### config.mk
export PLATFORM = sky130hd
export DESIGN_NAME = logger_top
export DESIGN_NICKNAME = d
export VERILOG_FILES = /design/src/logger_pkg.sv /design/src/record_if.sv /design/src/sample_packer.sv /design/src/record_buffer.sv /design/src/dump_serializer.sv /design/src/uart_tx.sv /design/src/logger_top.sv
export VERILOG_INCLUDE_DIRS = /design/src
export SDC_FILE = /design/constraint.sdc
export NUM_CORES = 1
export LEC_CHECK = 0
export ABC_AREA = 1
export BUFFER_PORTS_ARGS = -buffer_cell sky130_fd_sc_hd__buf_2
export CORE_MARGIN = 2
export CORE_UTILIZATION = 40
export DETAILED_ROUTE_END_ITERATION = 12
export GPL_ROUTABILITY_DRIVEN = 0
export SYNTH_ARGS = -nofsm -noshare
export SYNTH_HDL_FRONTEND = slang
export SYNTH_SLANG_ARGS = --single-unit
### constraint.sdc
create_clock -name clk100 -period 2.32 [get_ports clk100]
set_input_delay 0.58 -clock clk100 [delete_from_list [all_inputs] [get_ports clk100]]
set_output_delay 0.58 -clock clk100 [all_outputs]
set_load 0.03 [all_outputs]
### src/logger_defs.svh
`ifndef LOGGER_DEFS_SVH
`define LOGGER_DEFS_SVH

// record buffer
`define LOG_DEPTH     16        // power of two
`define LOG_ADDR_W    4

// record fields
`define MEAS_W        12        // per meter channel
`define LOGIC_W       16        // analyzer pin word
`define CHK_W         6

//////////////////////////////
// dump framing

`define FRAME_BYTES   6
`define HDR_SAMPLE    8'h0A
`define HDR_LOGIC     8'h0C

// clk100 cycles per uart bit
`define CLKS_PER_BIT  8

`endif

### src/logger_pkg.sv
`include "logger_defs.svh"

package logger_pkg;

	// meter sample, kind 0
	typedef struct packed {
		logic [`MEAS_W-1:0]  volt;
		logic [`MEAS_W-1:0]  curr;
		logic [`CHK_W-1:0]   chk;
		logic                kind;
		logic                valid;
	} sample_rec_t;

	// analyzer event, kind 1
	typedef struct packed {
		logic [`LOGIC_W-1:0] pins;
		logic [7:0]          rsvd;     // always zero
		logic [`CHK_W-1:0]   chk;
		logic                kind;
		logic                valid;
	} logic_rec_t;

	// one stored word, kind/valid at bits 1/0 in both views
	typedef union packed {
		sample_rec_t smp;
		logic_rec_t  lgc;
	} log_rec_u;

	typedef logic [7:0] uart_byte_t;

endpackage

### src/record_if.sv
`timescale 1ns/1ps

interface record_if import logger_pkg::*; ();

	// write side
	logic     wr_en;
	log_rec_u wr_rec;
	logic     capture_end;          // level, high from session end to next start
	logic     full;

	// read side
	logic     empty;
	logic     rd_req;               // single cycle pulse
	log_rec_u rd_rec;
	logic     rd_valid;             // one cycle after rd_req

	modport producer (
		output wr_en, wr_rec, capture_end,
		input  full
	);

	modport buffer (
		input  wr_en, wr_rec, capture_end, rd_req,
		output full, empty, rd_rec, rd_valid
	);

	modport consumer (
		input  capture_end, empty, rd_rec, rd_valid,
		output rd_req
	);

endinterface

### src/sample_packer.sv
`timescale 1ns/1ps
`include "logger_defs.svh"

module sample_packer import logger_pkg::*; (
	input  logic               i_clk100,
	input  logic               i_rst_p,
	input  logic               i_start,
	input  logic               i_stop,
	input  logic               i_meas_valid,
	input  logic [`MEAS_W-1:0] i_meas_v,
	input  logic [`MEAS_W-1:0] i_meas_i,
	input  logic               i_logic_event,
	input  logic [`LOGIC_W-1:0] i_logic_data,
	output logic               o_capturing,
	record_if.producer         rec
);

	localparam logic [1:0] ST_IDLE = 2'd0;
	localparam logic [1:0] ST_CAP  = 2'd1;
	localparam logic [1:0] ST_END  = 2'd2;

	logic [1:0]            state;
	logic [`LOG_ADDR_W:0]  wr_cnt;      // records written this session
	logic                  last_wr;
	logic                  pend_vld;
	log_rec_u              pend_rec;
	log_rec_u              smp_rec, lgc_rec, rec_nxt;
	logic [7:0]            smp_sum, lgc_sum;
	logic                  wr_nxt, load_pend, take_pend;

	assign o_capturing = (state == ST_CAP);
	assign last_wr = rec.wr_en && (wr_cnt == (`LOG_ADDR_W+1)'(`LOG_DEPTH - 1));

	//////////////////////////////
	// record packing

	always_comb begin
		smp_sum = i_meas_v[11:4] + {i_meas_v[3:0], i_meas_i[11:8]} + i_meas_i[7:0];
		smp_rec.smp.volt  = i_meas_v;
		smp_rec.smp.curr  = i_meas_i;
		smp_rec.smp.chk   = smp_sum[`CHK_W-1:0];
		smp_rec.smp.kind  = 1'b0;
		smp_rec.smp.valid = 1'b1;

		lgc_sum = i_logic_data[15:8] + i_logic_data[7:0];
		lgc_rec.lgc.pins  = i_logic_data;
		lgc_rec.lgc.rsvd  = 8'h00;
		lgc_rec.lgc.chk   = lgc_sum[`CHK_W-1:0];
		lgc_rec.lgc.kind  = 1'b1;
		lgc_rec.lgc.valid = 1'b1;
	end

	// sample first, then pending event, then a fresh event
	always_comb begin
		wr_nxt    = 1'b0;
		rec_nxt   = smp_rec;
		load_pend = 1'b0;
		take_pend = 1'b0;
		if (state == ST_CAP && !i_stop && !last_wr && !rec.full) begin
			if (i_meas_valid) begin
				wr_nxt    = 1'b1;
				load_pend = i_logic_event && !pend_vld;    // park the event
			end else if (pend_vld) begin
				wr_nxt    = 1'b1;
				rec_nxt   = pend_rec;
				take_pend = 1'b1;                          // new event here is lost
			end else if (i_logic_event) begin
				wr_nxt    = 1'b1;
				rec_nxt   = lgc_rec;
			end
		end
	end

	//////////////////////////////
	// session control

	always_ff @(posedge i_clk100 or posedge i_rst_p) begin
		if (i_rst_p) begin
			state           <= ST_IDLE;
			wr_cnt          <= '0;
			pend_vld        <= 1'b0;
			rec.wr_en       <= 1'b0;
			rec.capture_end <= 1'b0;
		end else begin
			rec.wr_en <= wr_nxt;
			case (state)
				ST_IDLE, ST_END: begin
					if (i_start) begin
						state           <= ST_CAP;
						wr_cnt          <= '0;
						pend_vld        <= 1'b0;
						rec.capture_end <= 1'b0;    // buffer restarts empty
					end
				end
				ST_CAP: begin
					if (rec.wr_en)
						wr_cnt <= wr_cnt + 1'b1;
					if (i_stop || last_wr) begin
						state           <= ST_END;
						pend_vld        <= 1'b0;    // pending event discarded
						rec.capture_end <= 1'b1;
					end else if (load_pend) begin
						pend_vld <= 1'b1;
					end else if (take_pend) begin
						pend_vld <= 1'b0;
					end
				end
				default: state <= ST_IDLE;
			endcase
		end
	end

	always_ff @(posedge i_clk100) begin
		rec.wr_rec <= rec_nxt;
		if (load_pend)
			pend_rec <= lgc_rec;
	end

	// the write that fills the buffer must be the last one
	a_no_wr_full: assert property (@(posedge i_clk100) disable iff (i_rst_p)
		!(rec.wr_en && rec.full));

endmodule

### src/record_buffer.sv
`timescale 1ns/1ps
`include "logger_defs.svh"

module record_buffer import logger_pkg::*; (
	input  logic     i_clk100,
	input  logic     i_rst_p,
	record_if.buffer rec
);

	log_rec_u               mem [`LOG_DEPTH];
	logic [`LOG_ADDR_W-1:0] wr_ptr, rd_ptr;
	logic [`LOG_ADDR_W:0]   count;
	logic                   end_q;
	logic                   new_session;

	// capture_end falling marks a fresh start
	assign new_session = end_q && !rec.capture_end;

	assign rec.full  = (count == (`LOG_ADDR_W+1)'(`LOG_DEPTH));
	assign rec.empty = (count == '0);

	always_ff @(posedge i_clk100 or posedge i_rst_p) begin
		if (i_rst_p) begin
			wr_ptr       <= '0;
			rd_ptr       <= '0;
			count        <= '0;
			end_q        <= 1'b0;
			rec.rd_valid <= 1'b0;
		end else begin
			end_q        <= rec.capture_end;
			rec.rd_valid <= rec.rd_req;
			if (new_session) begin
				wr_ptr <= '0;
				rd_ptr <= '0;
				count  <= '0;
			end else begin
				if (rec.wr_en)
					wr_ptr <= wr_ptr + 1'b1;    // wraps at depth
				if (rec.rd_req)
					rd_ptr <= rd_ptr + 1'b1;
				case ({rec.wr_en, rec.rd_req})
					2'b10:   count <= count + 1'b1;
					2'b01:   count <= count - 1'b1;
					default: count <= count;
				endcase
			end
		end
	end

	// storage and registered read port
	always_ff @(posedge i_clk100) begin
		if (rec.wr_en)
			mem[wr_ptr] <= rec.wr_rec;
		if (rec.rd_req)
			rec.rd_rec <= mem[rd_ptr];
	end

	a_no_rd_empty: assert property (@(posedge i_clk100) disable iff (i_rst_p)
		!(rec.rd_req && rec.empty));

endmodule

### src/dump_serializer.sv
`timescale 1ns/1ps
`include "logger_defs.svh"

module dump_serializer import logger_pkg::*; (
	input  logic       i_clk100,
	input  logic       i_rst_p,
	record_if.consumer rec,
	input  logic       i_tx_busy,
	output logic       o_tx_start,
	output uart_byte_t o_tx_byte,
	output logic       o_done
);

	localparam logic [2:0] ST_IDLE = 3'd0;
	localparam logic [2:0] ST_NEXT = 3'd1;   // fetch or finish
	localparam logic [2:0] ST_READ = 3'd2;
	localparam logic [2:0] ST_SEND = 3'd3;
	localparam logic [2:0] ST_DONE = 3'd4;

	logic [2:0] state;
	logic [2:0] byte_idx;
	log_rec_u   cur_rec;
	uart_byte_t frame_byte;
	logic       tx_free;

	// busy rises one cycle after start, so hold off that cycle too
	assign tx_free = !i_tx_busy && !o_tx_start;
	assign o_done  = (state == ST_DONE);

	//////////////////////////////
	// frame layout per record kind

	always_comb begin
		frame_byte = 8'h00;
		if (!cur_rec.smp.kind) begin
			case (byte_idx)
				3'd0:    frame_byte = `HDR_SAMPLE;
				3'd1:    frame_byte = {4'h0, cur_rec.smp.volt[11:8]};
				3'd2:    frame_byte = cur_rec.smp.volt[7:0];
				3'd3:    frame_byte = {4'h0, cur_rec.smp.curr[11:8]};
				3'd4:    frame_byte = cur_rec.smp.curr[7:0];
				default: frame_byte = {2'b00, cur_rec.smp.chk};
			endcase
		end else begin
			case (byte_idx)
				3'd0:    frame_byte = `HDR_LOGIC;
				3'd1:    frame_byte = cur_rec.lgc.pins[15:8];
				3'd2:    frame_byte = cur_rec.lgc.pins[7:0];
				3'd3:    frame_byte = cur_rec.lgc.rsvd;
				3'd4:    frame_byte = 8'h00;
				default: frame_byte = {2'b00, cur_rec.lgc.chk};
			endcase
		end
	end

	//////////////////////////////
	// dump sequencing

	always_ff @(posedge i_clk100 or posedge i_rst_p) begin
		if (i_rst_p) begin
			state      <= ST_IDLE;
			byte_idx   <= '0;
			rec.rd_req <= 1'b0;
			o_tx_start <= 1'b0;
		end else begin
			rec.rd_req <= 1'b0;
			o_tx_start <= 1'b0;
			case (state)
				ST_IDLE: begin
					if (rec.capture_end)
						state <= ST_NEXT;
				end
				ST_NEXT: begin
					if (!rec.empty) begin
						rec.rd_req <= 1'b1;
						state      <= ST_READ;
					end else if (tx_free) begin
						state <= ST_DONE;       // last stop bit is out
					end
				end
				ST_READ: begin
					if (rec.rd_valid) begin
						byte_idx <= '0;
						state    <= ST_SEND;
					end
				end
				ST_SEND: begin
					if (tx_free) begin
						o_tx_start <= 1'b1;
						if (byte_idx == 3'(`FRAME_BYTES - 1))
							state <= ST_NEXT;   // prefetch during last byte
						else
							byte_idx <= byte_idx + 1'b1;
					end
				end
				ST_DONE: begin
					if (!rec.capture_end)
						state <= ST_IDLE;       // new session armed
				end
				default: state <= ST_IDLE;
			endcase
		end
	end

	always_ff @(posedge i_clk100) begin
		if (rec.rd_valid)
			cur_rec <= rec.rd_rec;
		if (state == ST_SEND && tx_free)
			o_tx_byte <= frame_byte;
	end

	// every stored record was built valid by the packer
	a_rec_valid: assert property (@(posedge i_clk100) disable iff (i_rst_p)
		rec.rd_valid |-> rec.rd_rec.smp.valid);

endmodule

### src/uart_tx.sv
`timescale 1ns/1ps
`include "logger_defs.svh"

module uart_tx import logger_pkg::*; (
	input  logic       i_clk100,
	input  logic       i_rst_p,
	input  logic       i_tx_start,
	input  uart_byte_t i_tx_byte,
	output logic       o_tx_busy,
	output logic       o_tx_serial
);

	localparam int CNT_W = $clog2(`CLKS_PER_BIT);

	logic [CNT_W-1:0] clk_cnt;
	logic [3:0]       bit_idx;     // 0 start, 1..8 data, 9 stop
	uart_byte_t       tx_data;
	logic             bit_end;

	assign bit_end = (clk_cnt == CNT_W'(`CLKS_PER_BIT - 1));

	always_ff @(posedge i_clk100 or posedge i_rst_p) begin
		if (i_rst_p) begin
			o_tx_busy   <= 1'b0;
			o_tx_serial <= 1'b1;       // line idles high
			clk_cnt     <= '0;
			bit_idx     <= '0;
		end else if (!o_tx_busy) begin
			clk_cnt <= '0;
			bit_idx <= '0;
			if (i_tx_start) begin
				o_tx_busy   <= 1'b1;
				o_tx_serial <= 1'b0;   // start bit
			end
		end else if (bit_end) begin
			clk_cnt <= '0;
			bit_idx <= bit_idx + 1'b1;
			if (bit_idx == 4'd9) begin
				o_tx_busy <= 1'b0;     // stop bit done
			end else if (bit_idx == 4'd8) begin
				o_tx_serial <= 1'b1;
			end else begin
				o_tx_serial <= tx_data[bit_idx[2:0]];   // lsb first
			end
		end else begin
			clk_cnt <= clk_cnt + 1'b1;
		end
	end

	always_ff @(posedge i_clk100) begin
		if (i_tx_start && !o_tx_busy)
			tx_data <= i_tx_byte;
	end

endmodule

### src/logger_top.sv
`timescale 1ns/1ps
`include "logger_defs.svh"

module logger_top import logger_pkg::*; (
	input  logic                clk100,
	input  logic                rst_p,
	input  logic                i_start,
	input  logic                i_stop,
	input  logic                i_meas_valid,
	input  logic [`MEAS_W-1:0]  i_meas_v,
	input  logic [`MEAS_W-1:0]  i_meas_i,
	input  logic                i_logic_event,
	input  logic [`LOGIC_W-1:0] i_logic_data,
	output logic                o_capturing,
	output logic                o_done,
	output logic                o_uart_tx
);

	logic       tx_start;
	logic       tx_busy;
	uart_byte_t tx_byte;

	record_if rec_if ();

	//////////////////////////////
	// capture path

	sample_packer u_packer (
		.i_clk100      (clk100),
		.i_rst_p       (rst_p),
		.i_start       (i_start),
		.i_stop        (i_stop),
		.i_meas_valid  (i_meas_valid),
		.i_meas_v      (i_meas_v),
		.i_meas_i      (i_meas_i),
		.i_logic_event (i_logic_event),
		.i_logic_data  (i_logic_data),
		.o_capturing   (o_capturing),
		.rec           (rec_if.producer)
	);

	record_buffer u_buffer (
		.i_clk100 (clk100),
		.i_rst_p  (rst_p),
		.rec      (rec_if.buffer)
	);

	//////////////////////////////
	// dump path

	dump_serializer u_dump (
		.i_clk100   (clk100),
		.i_rst_p    (rst_p),
		.rec        (rec_if.consumer),
		.i_tx_busy  (tx_busy),
		.o_tx_start (tx_start),
		.o_tx_byte  (tx_byte),
		.o_done     (o_done)
	);

	uart_tx u_uart_tx (
		.i_clk100    (clk100),
		.i_rst_p     (rst_p),
		.i_tx_start  (tx_start),
		.i_tx_byte   (tx_byte),
		.o_tx_busy   (tx_busy),
		.o_tx_serial (o_uart_tx)
	);

endmodule

### Word level (Yosys, flattened, before mapping)

Memory sizes are Yosys's and may differ from the RTL's. A register that Yosys moved wholly into a read port is not among the register bits.
Index checks and enable logic that the tools add are counted.
W data, S select, Z words.

| operators by class | value |
|---|---|
| $lt $le $gt $ge | 1 |
| bitwise gates (word level) | 1 |
| add/subtract/negate cells | 11 |
| equal/unequal tests | 31 |
| reduce and logical (&&, ||, !) cells | 36 |
| mux-type cells | 68 |

Operators by type and width:

| operator | number |
|---|---|
| $mux W32 | 4 |
| $pmux W8 S5 | 2 |
| $mux W3 | 12 |
| $mux W1 | 30 |
| $mux W4 | 6 |
| $pmux W5 S2 | 2 |
| $add A6 B6 Y6 | 3 |
| $mux W5 | 3 |
| $pmux W3 S5 | 1 |
| $ne A2 B2 Y1 const B | 7 |
| $add A4 B1 Y4 const B | 3 |
| $eq A3 B2 Y1 const B | 4 |
| $eq A3 B3 Y1 const B | 4 |
| $reduce_and A3 Y1 | 4 |
| $add A5 B1 Y5 const B | 2 |
| $reduce_bool A2 Y1 | 5 |
| $logic_and A1 B1 Y1 | 9 |
| $eq A4 B4 Y1 const B | 2 |
| $mux W8 | 1 |
| $ne A2 B1 Y1 const B | 4 |
| $logic_not A1 Y1 | 7 |
| $add A3 B1 Y3 const B | 2 |
| $eq A3 B1 Y1 const B | 2 |
| $logic_not A3 Y1 | 2 |
| 22 further kinds | 27 |

| storage, ports and cells | value |
|---|---|
| bits in writable memories | 512 |
| output and inout bits | 3 |
| memories kept | 1 |
| register bits | 144 |
| logic and storage cells | 173 |
| input bits | 46 |

Memories:

| name | words | width | read ports | clocked after Yosys merged registers in | write ports | line | RTL |
|---|---|---|---|---|---|---|---|
| u_buffer.mem | 16 | 32 | 1 | 1 | 1 | record_buffer.sv:10 | `` log_rec_u mem [`LOG_DEPTH]; `` |

### Depth between registers and ports, before layout

Gate-level depths: netlist of the first run.

| logic depth | value |
|---|---|
| word-level depth | 10 |
| gate-level depth with buffers | 12 |
| gate-level depth less buffers | 12 |

### Cells and area by module

From an unflattened synthesis of the first run, not the netlist that was laid out.

| unflattened totals | value |
|---|---|
| cells, all modules | 2250 |
| area total of the unflattened synthesis | 27949.3 um^2 |

By module, submodules not included:

| module | area each (um^2) | sequential area each (um^2) | times used | cells each |
|---|---|---|---|---|
| record_buffer | 21946.0 | 16711.0 | 1 | 1654 |
| sample_packer | 2877.8 | 1531.5 | 1 | 287 |
| dump_serializer | 2344.7 | 1371.3 | 1 | 230 |
| uart_tx | 780.7 | 466.7 | 1 | 79 |

### Worst setup path after synthesis of the first run

Ideal clock, no wire load.

| path | value |
|---|---|
| kind | flip-flop to flip-flop |
| from | register u_buffer.wr_ptr[0] |
| to | memory u_buffer.mem[15][10] in the netlist's numbering, enable pin |
| arrival | 2.075 ns |
| buffers on the path | 0 |
| data required time | 1.901 ns |
| cell stages (with the launch flop) | 6 |
| library setup time | 0.419 ns |
| setup slack | -0.174 ns |
| period minus slack after synthesis | 2.494 ns |
| cell sequence | dfrtp_1 > ha_1 > nand2_1 > nor2_1 > inv_1 > nor2_1 |

RTL lines:

| what | line | RTL |
|---|---|---|
| start, declared | record_buffer.sv:11 | `` logic [`LOG_ADDR_W-1:0] wr_ptr, rd_ptr; `` |
| start signal, assigned | record_buffer.sv:38 | `wr_ptr <= wr_ptr + 1'b1;` |
| end, declared | record_buffer.sv:10 |  |

Straight into the memory's write port.

### Final worst setup path of the first run

| path | value |
|---|---|
| from | register u_packer.state[1] |
| to | output o_capturing |

| on the way | value |
|---|---|
| cells in the longest elaborated chain, start to end | 1 |

Ends and longest elaborated chain:

| what | line | RTL |
|---|---|---|
| start, declared | sample_packer.sv:22 | `logic [1:0] state;` |
| start signal, assigned | sample_packer.sv:79 | `state <= ST_IDLE;` |
| start signal, assigned | sample_packer.sv:89 | `state <= ST_CAP;` |
| start signal, assigned | sample_packer.sv:99 | `state <= ST_END;` |
| $eq A2 B1 Y1 | sample_packer.sv:31 | `assign o_capturing = (state == ST_CAP);` |
| end, declared | logger_top.sv:14 | `output logic o_capturing,` |

Every way passes these cells.

==> results of run 1 <==
==> layer usage <==
layer  part of all wire, %  vias to the layer above  routed length, um  track usage [%]
met1                    44                     8462              29200             24.6
met5                     0                        -                  0                0
met4                   2.1                        0               1390             5.67
li1                      -                     8172                  -                -
met3                   5.4                       94               3580             2.41
met2                    48                      462              32000             30.1
==> final cells by class <==
class | count | area share [%]
Multi-Input combinational cell | 1172 | 20.8
Clock buffer | 90 | 5.90
Clock inverter | 35 | 1.08
Timing Repair Buffer | 131 | 4.10
Sequential cell | 669 | 60.5
Inverter | 341 | 3.96
Tap cell | 940 | 3.64
==> worst register-to-register path, delay by kind of cell (launching register included) <==
family / cells / cell delay [ps]
DFF: 1 / 400
adders and majority gates: 2 / 380
buffers and inverters: 3 / 360
and+or+nand+nor: 7 / 770
==> stage by stage <==
stage / setup TNS (ps) / util [%]
global placement: -251 / 42.8
finish: 0 / 46.2
CTS: 0 / 46.1
global route: 0 / 46.2
floorplan: -67930 / -
detailed placement: -266 / 42.8
==> Yosys cell counts, types with 12 or more instances <==
cell type    n
nand2_2     31
nand3_1    239
dfxtp_1     31
ha_1        30
nor2_1      69
o21ai_0     80
o21ai_1     69
o211ai_1    96
a21oi_1     83
edfxtp_1   596
dfrtp_1     41
o211ai_2    32
buf_12      12
nand2_1    325
buf_2       40
inv_1      339
buf_6       13
clkbuf_1    27
a21oi_2     67
==> repair_timing <==
action / CTS / global route
hold buffers: 1 / 0
resized for setup: 0 / 8
hold endpoints to repair: 21 / 0
buffers inserted: 0 / 2
setup endpoints to repair: 0 / 31
==> cells in the final DEF, fill, tap and decap left out, types with 53 or more instances in the layout <==
cell type and instances:
nand3_1 239, o211ai_1 96, inv_1 335, nand2_1 322, edfxtp_1 596, a21oi_2 67, nor2_1 53, clkbuf_16 71
o21ai_0 80, o21ai_1 69, a21oi_1 83
==> worst max-delay path by stage <==
stage | start | endpoint
CTS | u_dump.state[0] | o_done
detailed placement | i_meas_v[5] | u_packer.rec.wr_rec[7]
global route | u_packer.wr_cnt[1] | u_packer.pend_rec[6]
global placement | i_meas_v[5] | u_packer.rec.wr_rec[7]
floorplan | u_buffer.wr_ptr[0] | u_buffer.mem[15][10]
finish | u_packer.state[1] | o_capturing
==> sequential cells by signal, summed over array words and instances, names as in the netlist, 4 cells and up <==
name                 count
u_packer.rec.wr_rec     31
u_buffer.mem           496
u_packer.pend_rec       22
u_buffer.wr_ptr          4
u_uart_tx.tx_data        8
u_packer.wr_cnt          5
u_buffer.rec.rd_rec     31
u_dump.cur_rec          31
u_buffer.rd_ptr          4
u_uart_tx.bit_idx        4
u_dump.o_tx_byte         8
u_buffer.count           5
==> power breakdown <==
part	internal [uW]	leakage (uW)	switching, uW
clock	6310	0.00111	4620
combinational	2820	0.00471	4960
sequential	14400	0.00619	899
==> logic make-up after synthesis <==
group	share of synthesized area [%]
buf+inv	7.46
flops	69.2
fa+ha+maj	1.89
compound gates	10.5
simple gates	10.7
xor+xnor	0.186
==> impl_metrics.ini, run 1 <==
[min_path]
hp-class = in -> reg
hold_path_depth = 1
min_to = u_packer.pend_rec[23]
hold_path.startpoint = i_logic_data[7]

[sta]
worst_slew_pin_slew_ps = 780
max_freq_ghz = 0.455
fin_ws_ps = 121
hold_viol = 0
holdWs_ps = 143
slew_headroom_pct = 48.0
fin_skew_ps = 26.6
setup-violations-final = 0
period_share_pct = 94.8
period_minus_slack_ps = 2200
drv_slew = 0
rsz0062_at_grt = false

[logic_synthesis]
synth_area_um2 = 28300
synth_seq_cells = 669
synth-edff-count = 596
yosys.area.top_type = edfxtp_1
syn-num-nets = 2380
yosysTopAreaCellShare_pct = 63.3
ys.flop_type = edfxtp_1
yosys_warnings = 0
avgSynthCellArea_um2 = 12.3
syn_inst = 2296
synth.distinct_cells = 43
synth-seq-area-share_pct = 69.2
synthTopCellsByArea = edfxtp_1 (63%), inv_1 (4.5%), nand2_1 (4.3%)
async_flop_share_pct = 6.28

[placement]
place.port_buffers = 48
place_inst = 3248
place_area_um2 = 30000
dpl.hpwl_um = 37300
dp_slack_ps = -143

[setup_path]
cp_top_family = buffers and inverters
path_class = reg -> out
worstSetupPathDepth = 4
rr_worst_depth = 12
slowest_stage = dfrtp_1
critPathRequiredTime_ps = 1740
critPathLaunchType = register
crit_chain = inv_1, nand2_1, inv_1, buf_2
crit_arrival_ps = 1620
path_buf_inv = 3
r2r_setup_slack_ps = 120
max_stage_delay_ps = 360
r2r-end = u_packer.pend_rec[26]
reg2reg_from = u_packer.wr_cnt[1]
worstSetupEndpointType = output port
cp_common_cell = inv_1
path_max_fanout = 6

[cells_and_area]
n_antenna_cell = 0
finalNetCount = 2468
drive_gt1_share_pct = 16.7
multi_input_area_um2 = 6720
stdcell_area_um2 = 32300
area_growth_pct = 14.4
regArea_um2 = 19600
stdcell_count = 3378
fillerInstances = 6143

[global_routing]
grt-ovfl-total = 0
grt_max_degree = 65
grt_pass1_wl_um = 100000
antenna_found_initial = 1
grtUsageTotal_pct = 18.1
grt_pass1_vias = 16642

[cts]
cts_max_level = 3
path_clk_slew_ps = 60
clock_latency_ps = 620
tritoncts = yes
cts_buffer_depth = 3
clock-root-buffer = clkbuf_16
cts_made_buffers = 69
cts.sink_count = 669

[route]
wire_per_inst_um = 19.6
ant_nets = 0
drtIter0Drc = 1481
totalWireLength_um = 66100
route.vias.total = 17190
first_pass_iters = 5
drc = 0
avgViaCountPerCell = 5.09

[die]
io_pins = 49
coreArea_um2 = 70000
start_util_pct = 40.4
die_y_um = 270
die_x_um = 270
rows = 97
dieArea_um2 = 72800

[power_and_ir_drop]
power.leakage_uw = 0.0120
p_per_area_nw_per_um2 = 1050
power_uw = 34000
peakVddDrop_mv = 0.667

[status]
status = complete, no violations

[run]
cap_violations = 0
No activity file was read; power rests on OpenSTA's default activity.
==> run 2, diff against run 1 <==
- CELL_PAD_IN_SITES_DETAIL_PLACEMENT: unset -> 1
- CELL_PAD_IN_SITES_GLOBAL_PLACEMENT: unset -> 1
- MAX_ROUTING_LAYER: unset -> met4
- PLACE_DENSITY_LB_ADDON: unset -> 0.1
==> run 2 against run 1 <==
Against the previous run:
- first-iteration DRC count down 13%
- combinational power is 5.3% higher
- final cell count grew 0.21%
- setup slack better by 23 ps
- utilization is 0.19 points higher
- register-to-register slack gained 40 ps
- via count grew 1.9%
- cell area increased by 0.42%
- die area is the same
- maximum frequency is 1.1% higher
- non-clock buffer count down 4
- global-route usage grew 3.4 points
- critical path type unchanged
- largest cell class unchanged
==> impl_metrics.ini, run 2 (same netlist as run 1, synthesis figures left out) <==
[die]
coreArea_um2 = 70000
start_util_pct = 40.4
die_x_um = 270
io_pins = 49
dieArea_um2 = 72800
die_y_um = 270
rows = 97

[setup_path]
r2r_setup_slack_ps = 160
critPathLaunchType = register
path_buf_inv = 3
worstSetupPathDepth = 4
crit_arrival_ps = 1600
path_class = reg -> out
max_stage_delay_ps = 360
reg2reg_from = u_packer.wr_cnt[0]
cp_top_family = buffers and inverters
cp_common_cell = inv_1
critPathRequiredTime_ps = 1740
crit_path_end = o_capturing
cp-startpoint = u_packer.state[1]
r2r-end = u_packer.pend_rec[16]
rr_worst_depth = 12
slowest_stage = dfrtp_1
worstSetupEndpointType = output port
path_max_fanout = 6
crit_chain = inv_1, nand2_1, inv_1, buf_2

[route]
drc = 0
route.vias.total = 17522
dr.max_layer_used = met4
totalWireLength_um = 75200
wl_met3_um = 3060
met1_length_um = 33600
avgViaCountPerCell = 5.18
wl_met2_um = 37000
first_pass_iters = 8
ant_nets = 0
wire_per_inst_um = 22.2
drtIter0Drc = 1292

[sta]
worst_slew_pin_slew_ps = 811
period_minus_slack_ps = 2180
hold_viol = 0
slew_headroom_pct = 45.8
max_freq_ghz = 0.460
fin_ws_ps = 145
setup-violations-final = 0
period_share_pct = 93.8
drv_slew = 0
fin_skew_ps = 22.0

[cells_and_area]
top_register = u_buffer.mem
area_growth_pct = 14.9
finalNetCount = 2469
final_cell_mix = edfxtp_1 (596), inv_1 (335), nand2_1 (324)
largest_register_ffs = 496
stdcell_area_um2 = 32500
layout_commonest_cell = edfxtp_1
drive_gt1_share_pct = 16.2
n_antenna_cell = 0

[global_routing]
grt_pass1_vias = 18481
grt-ovfl-total = 0
antenna_found_initial = 3
grt_pass1_wl_um = 114000
grt_max_degree = 76
grtUsageTotal_pct = 21.5

[cts]
cts_made_buffers = 74
cts_buffer_depth = 3
tritoncts = yes
clock_latency_ps = 610
clock-root-buffer = clkbuf_16
cts.sink_count = 669
cts_max_level = 3
path_clk_slew_ps = 50

[power_and_ir_drop]
pwr-share-comb_pct = 23.3
p_sw_share_pct = 31.1
power_switching_uw = 11000
p_per_area_nw_per_um2 = 1080
p_int_uw = 24200
p_clk_share_pct = 33.4
peakVddDrop_mv = 0.689
seq_power_share_pct = 43.3
power.leakage_uw = 0.0121

[min_path]
hp-class = in -> reg
hold_path.startpoint = i_logic_data[7]

[placement]
place_area_um2 = 30000
dpl.hpwl_um = 43100
place.port_buffers = 48
dp_slack_ps = -151

[run]
cap_violations = 0

[status]
status = complete, no violations
run 2: changes by cell type in the layout (fill, tap and decap cells not counted), moves of 4 or more:
cell / before / now
bufinv_16: 4 / 8
buf_4: 45 / 41
clkbuf_1: 12 / 24
clkinv_2: 17 / 11
clkbuf_16: 71 / 76
clkbuf_8: 8 / 4
run 2: worst reg2reg max path: stages (launching register included):
cell and delay [ps]:
dfrtp_1 410, ha_1 230, nand2_1 80, nor2_1 40, ha_1 170, nand2_1 100
nand2_2 90, nor2_4 170, nand2_1 110, inv_2 90, nand2_1 70, inv_2 120
clkbuf_16 180
run 2: repair_timing:
item | 4_1_cts | 5_1_grt
hold endpoints to repair | 10 | 0
resized for setup | 0 | 3
hold buffers | 1 | 0
endpoints found under the setup margin | 0 | 22
buffers inserted | 0 | 1
run 2: worst min-delay path by stage:
stage	slack (ps)	to	cells after the start
2_1_floorplan	370	u_buffer.end_q	0
3_3_place_gp	400	u_dump.cur_rec[16]	0
3_5_place_dp	410	u_dump.cur_rec[16]	0
4_1_cts	130	u_packer.pend_rec[30]	1
5_1_grt	140	u_packer.pend_rec[23]	1
6_report	160	u_packer.pend_rec[23]	1
run 2: routing by layer:
| layer | vias up | track usage, % |
|---|---|---|
| li1 | 8211 | - |
| met1 | 8885 | 27.6 |
| met2 | 325 | 35.9 |
| met3 | 101 | 2.78 |
| met4 | 0 | 5.76 |
| met5 | - | - |
run 2: power groups by stage:
stage,Combinational [uW],Sequential [uW],Clock (uW)
after floorplan,6110,15200,0
after global placement,8010,15500,0
after detailed placement,8270,15500,0
after CTS,8320,15200,12100
after global routing,9230,15300,12500
final,8200,15200,11800
run 2: through the flow:
step,util (%),TNS [ps],total power [uW],cells,hold slack (ps)
final,46.4,0,35200,3385,164
after CTS,46.3,0,35600,3383,127
after detailed placement,42.8,-266,23800,3246,406
after global routing,46.4,-2.94,37000,3385,142
after floorplan,-,-67930,21300,2296,374
after global placement,42.8,-215,23500,3246,401
run 2: final cells by class:
cell class / instances / area (um2)
clock buffers: 103 / 2020
clock inverters: 33 / 404
fillers: 7242 / 37600
inverters: 341 / 1280
multi-input cells: 1172 / 6710
flip-flops and latches: 669 / 19600
well taps: 940 / 1180
repair buffers: 127 / 1300
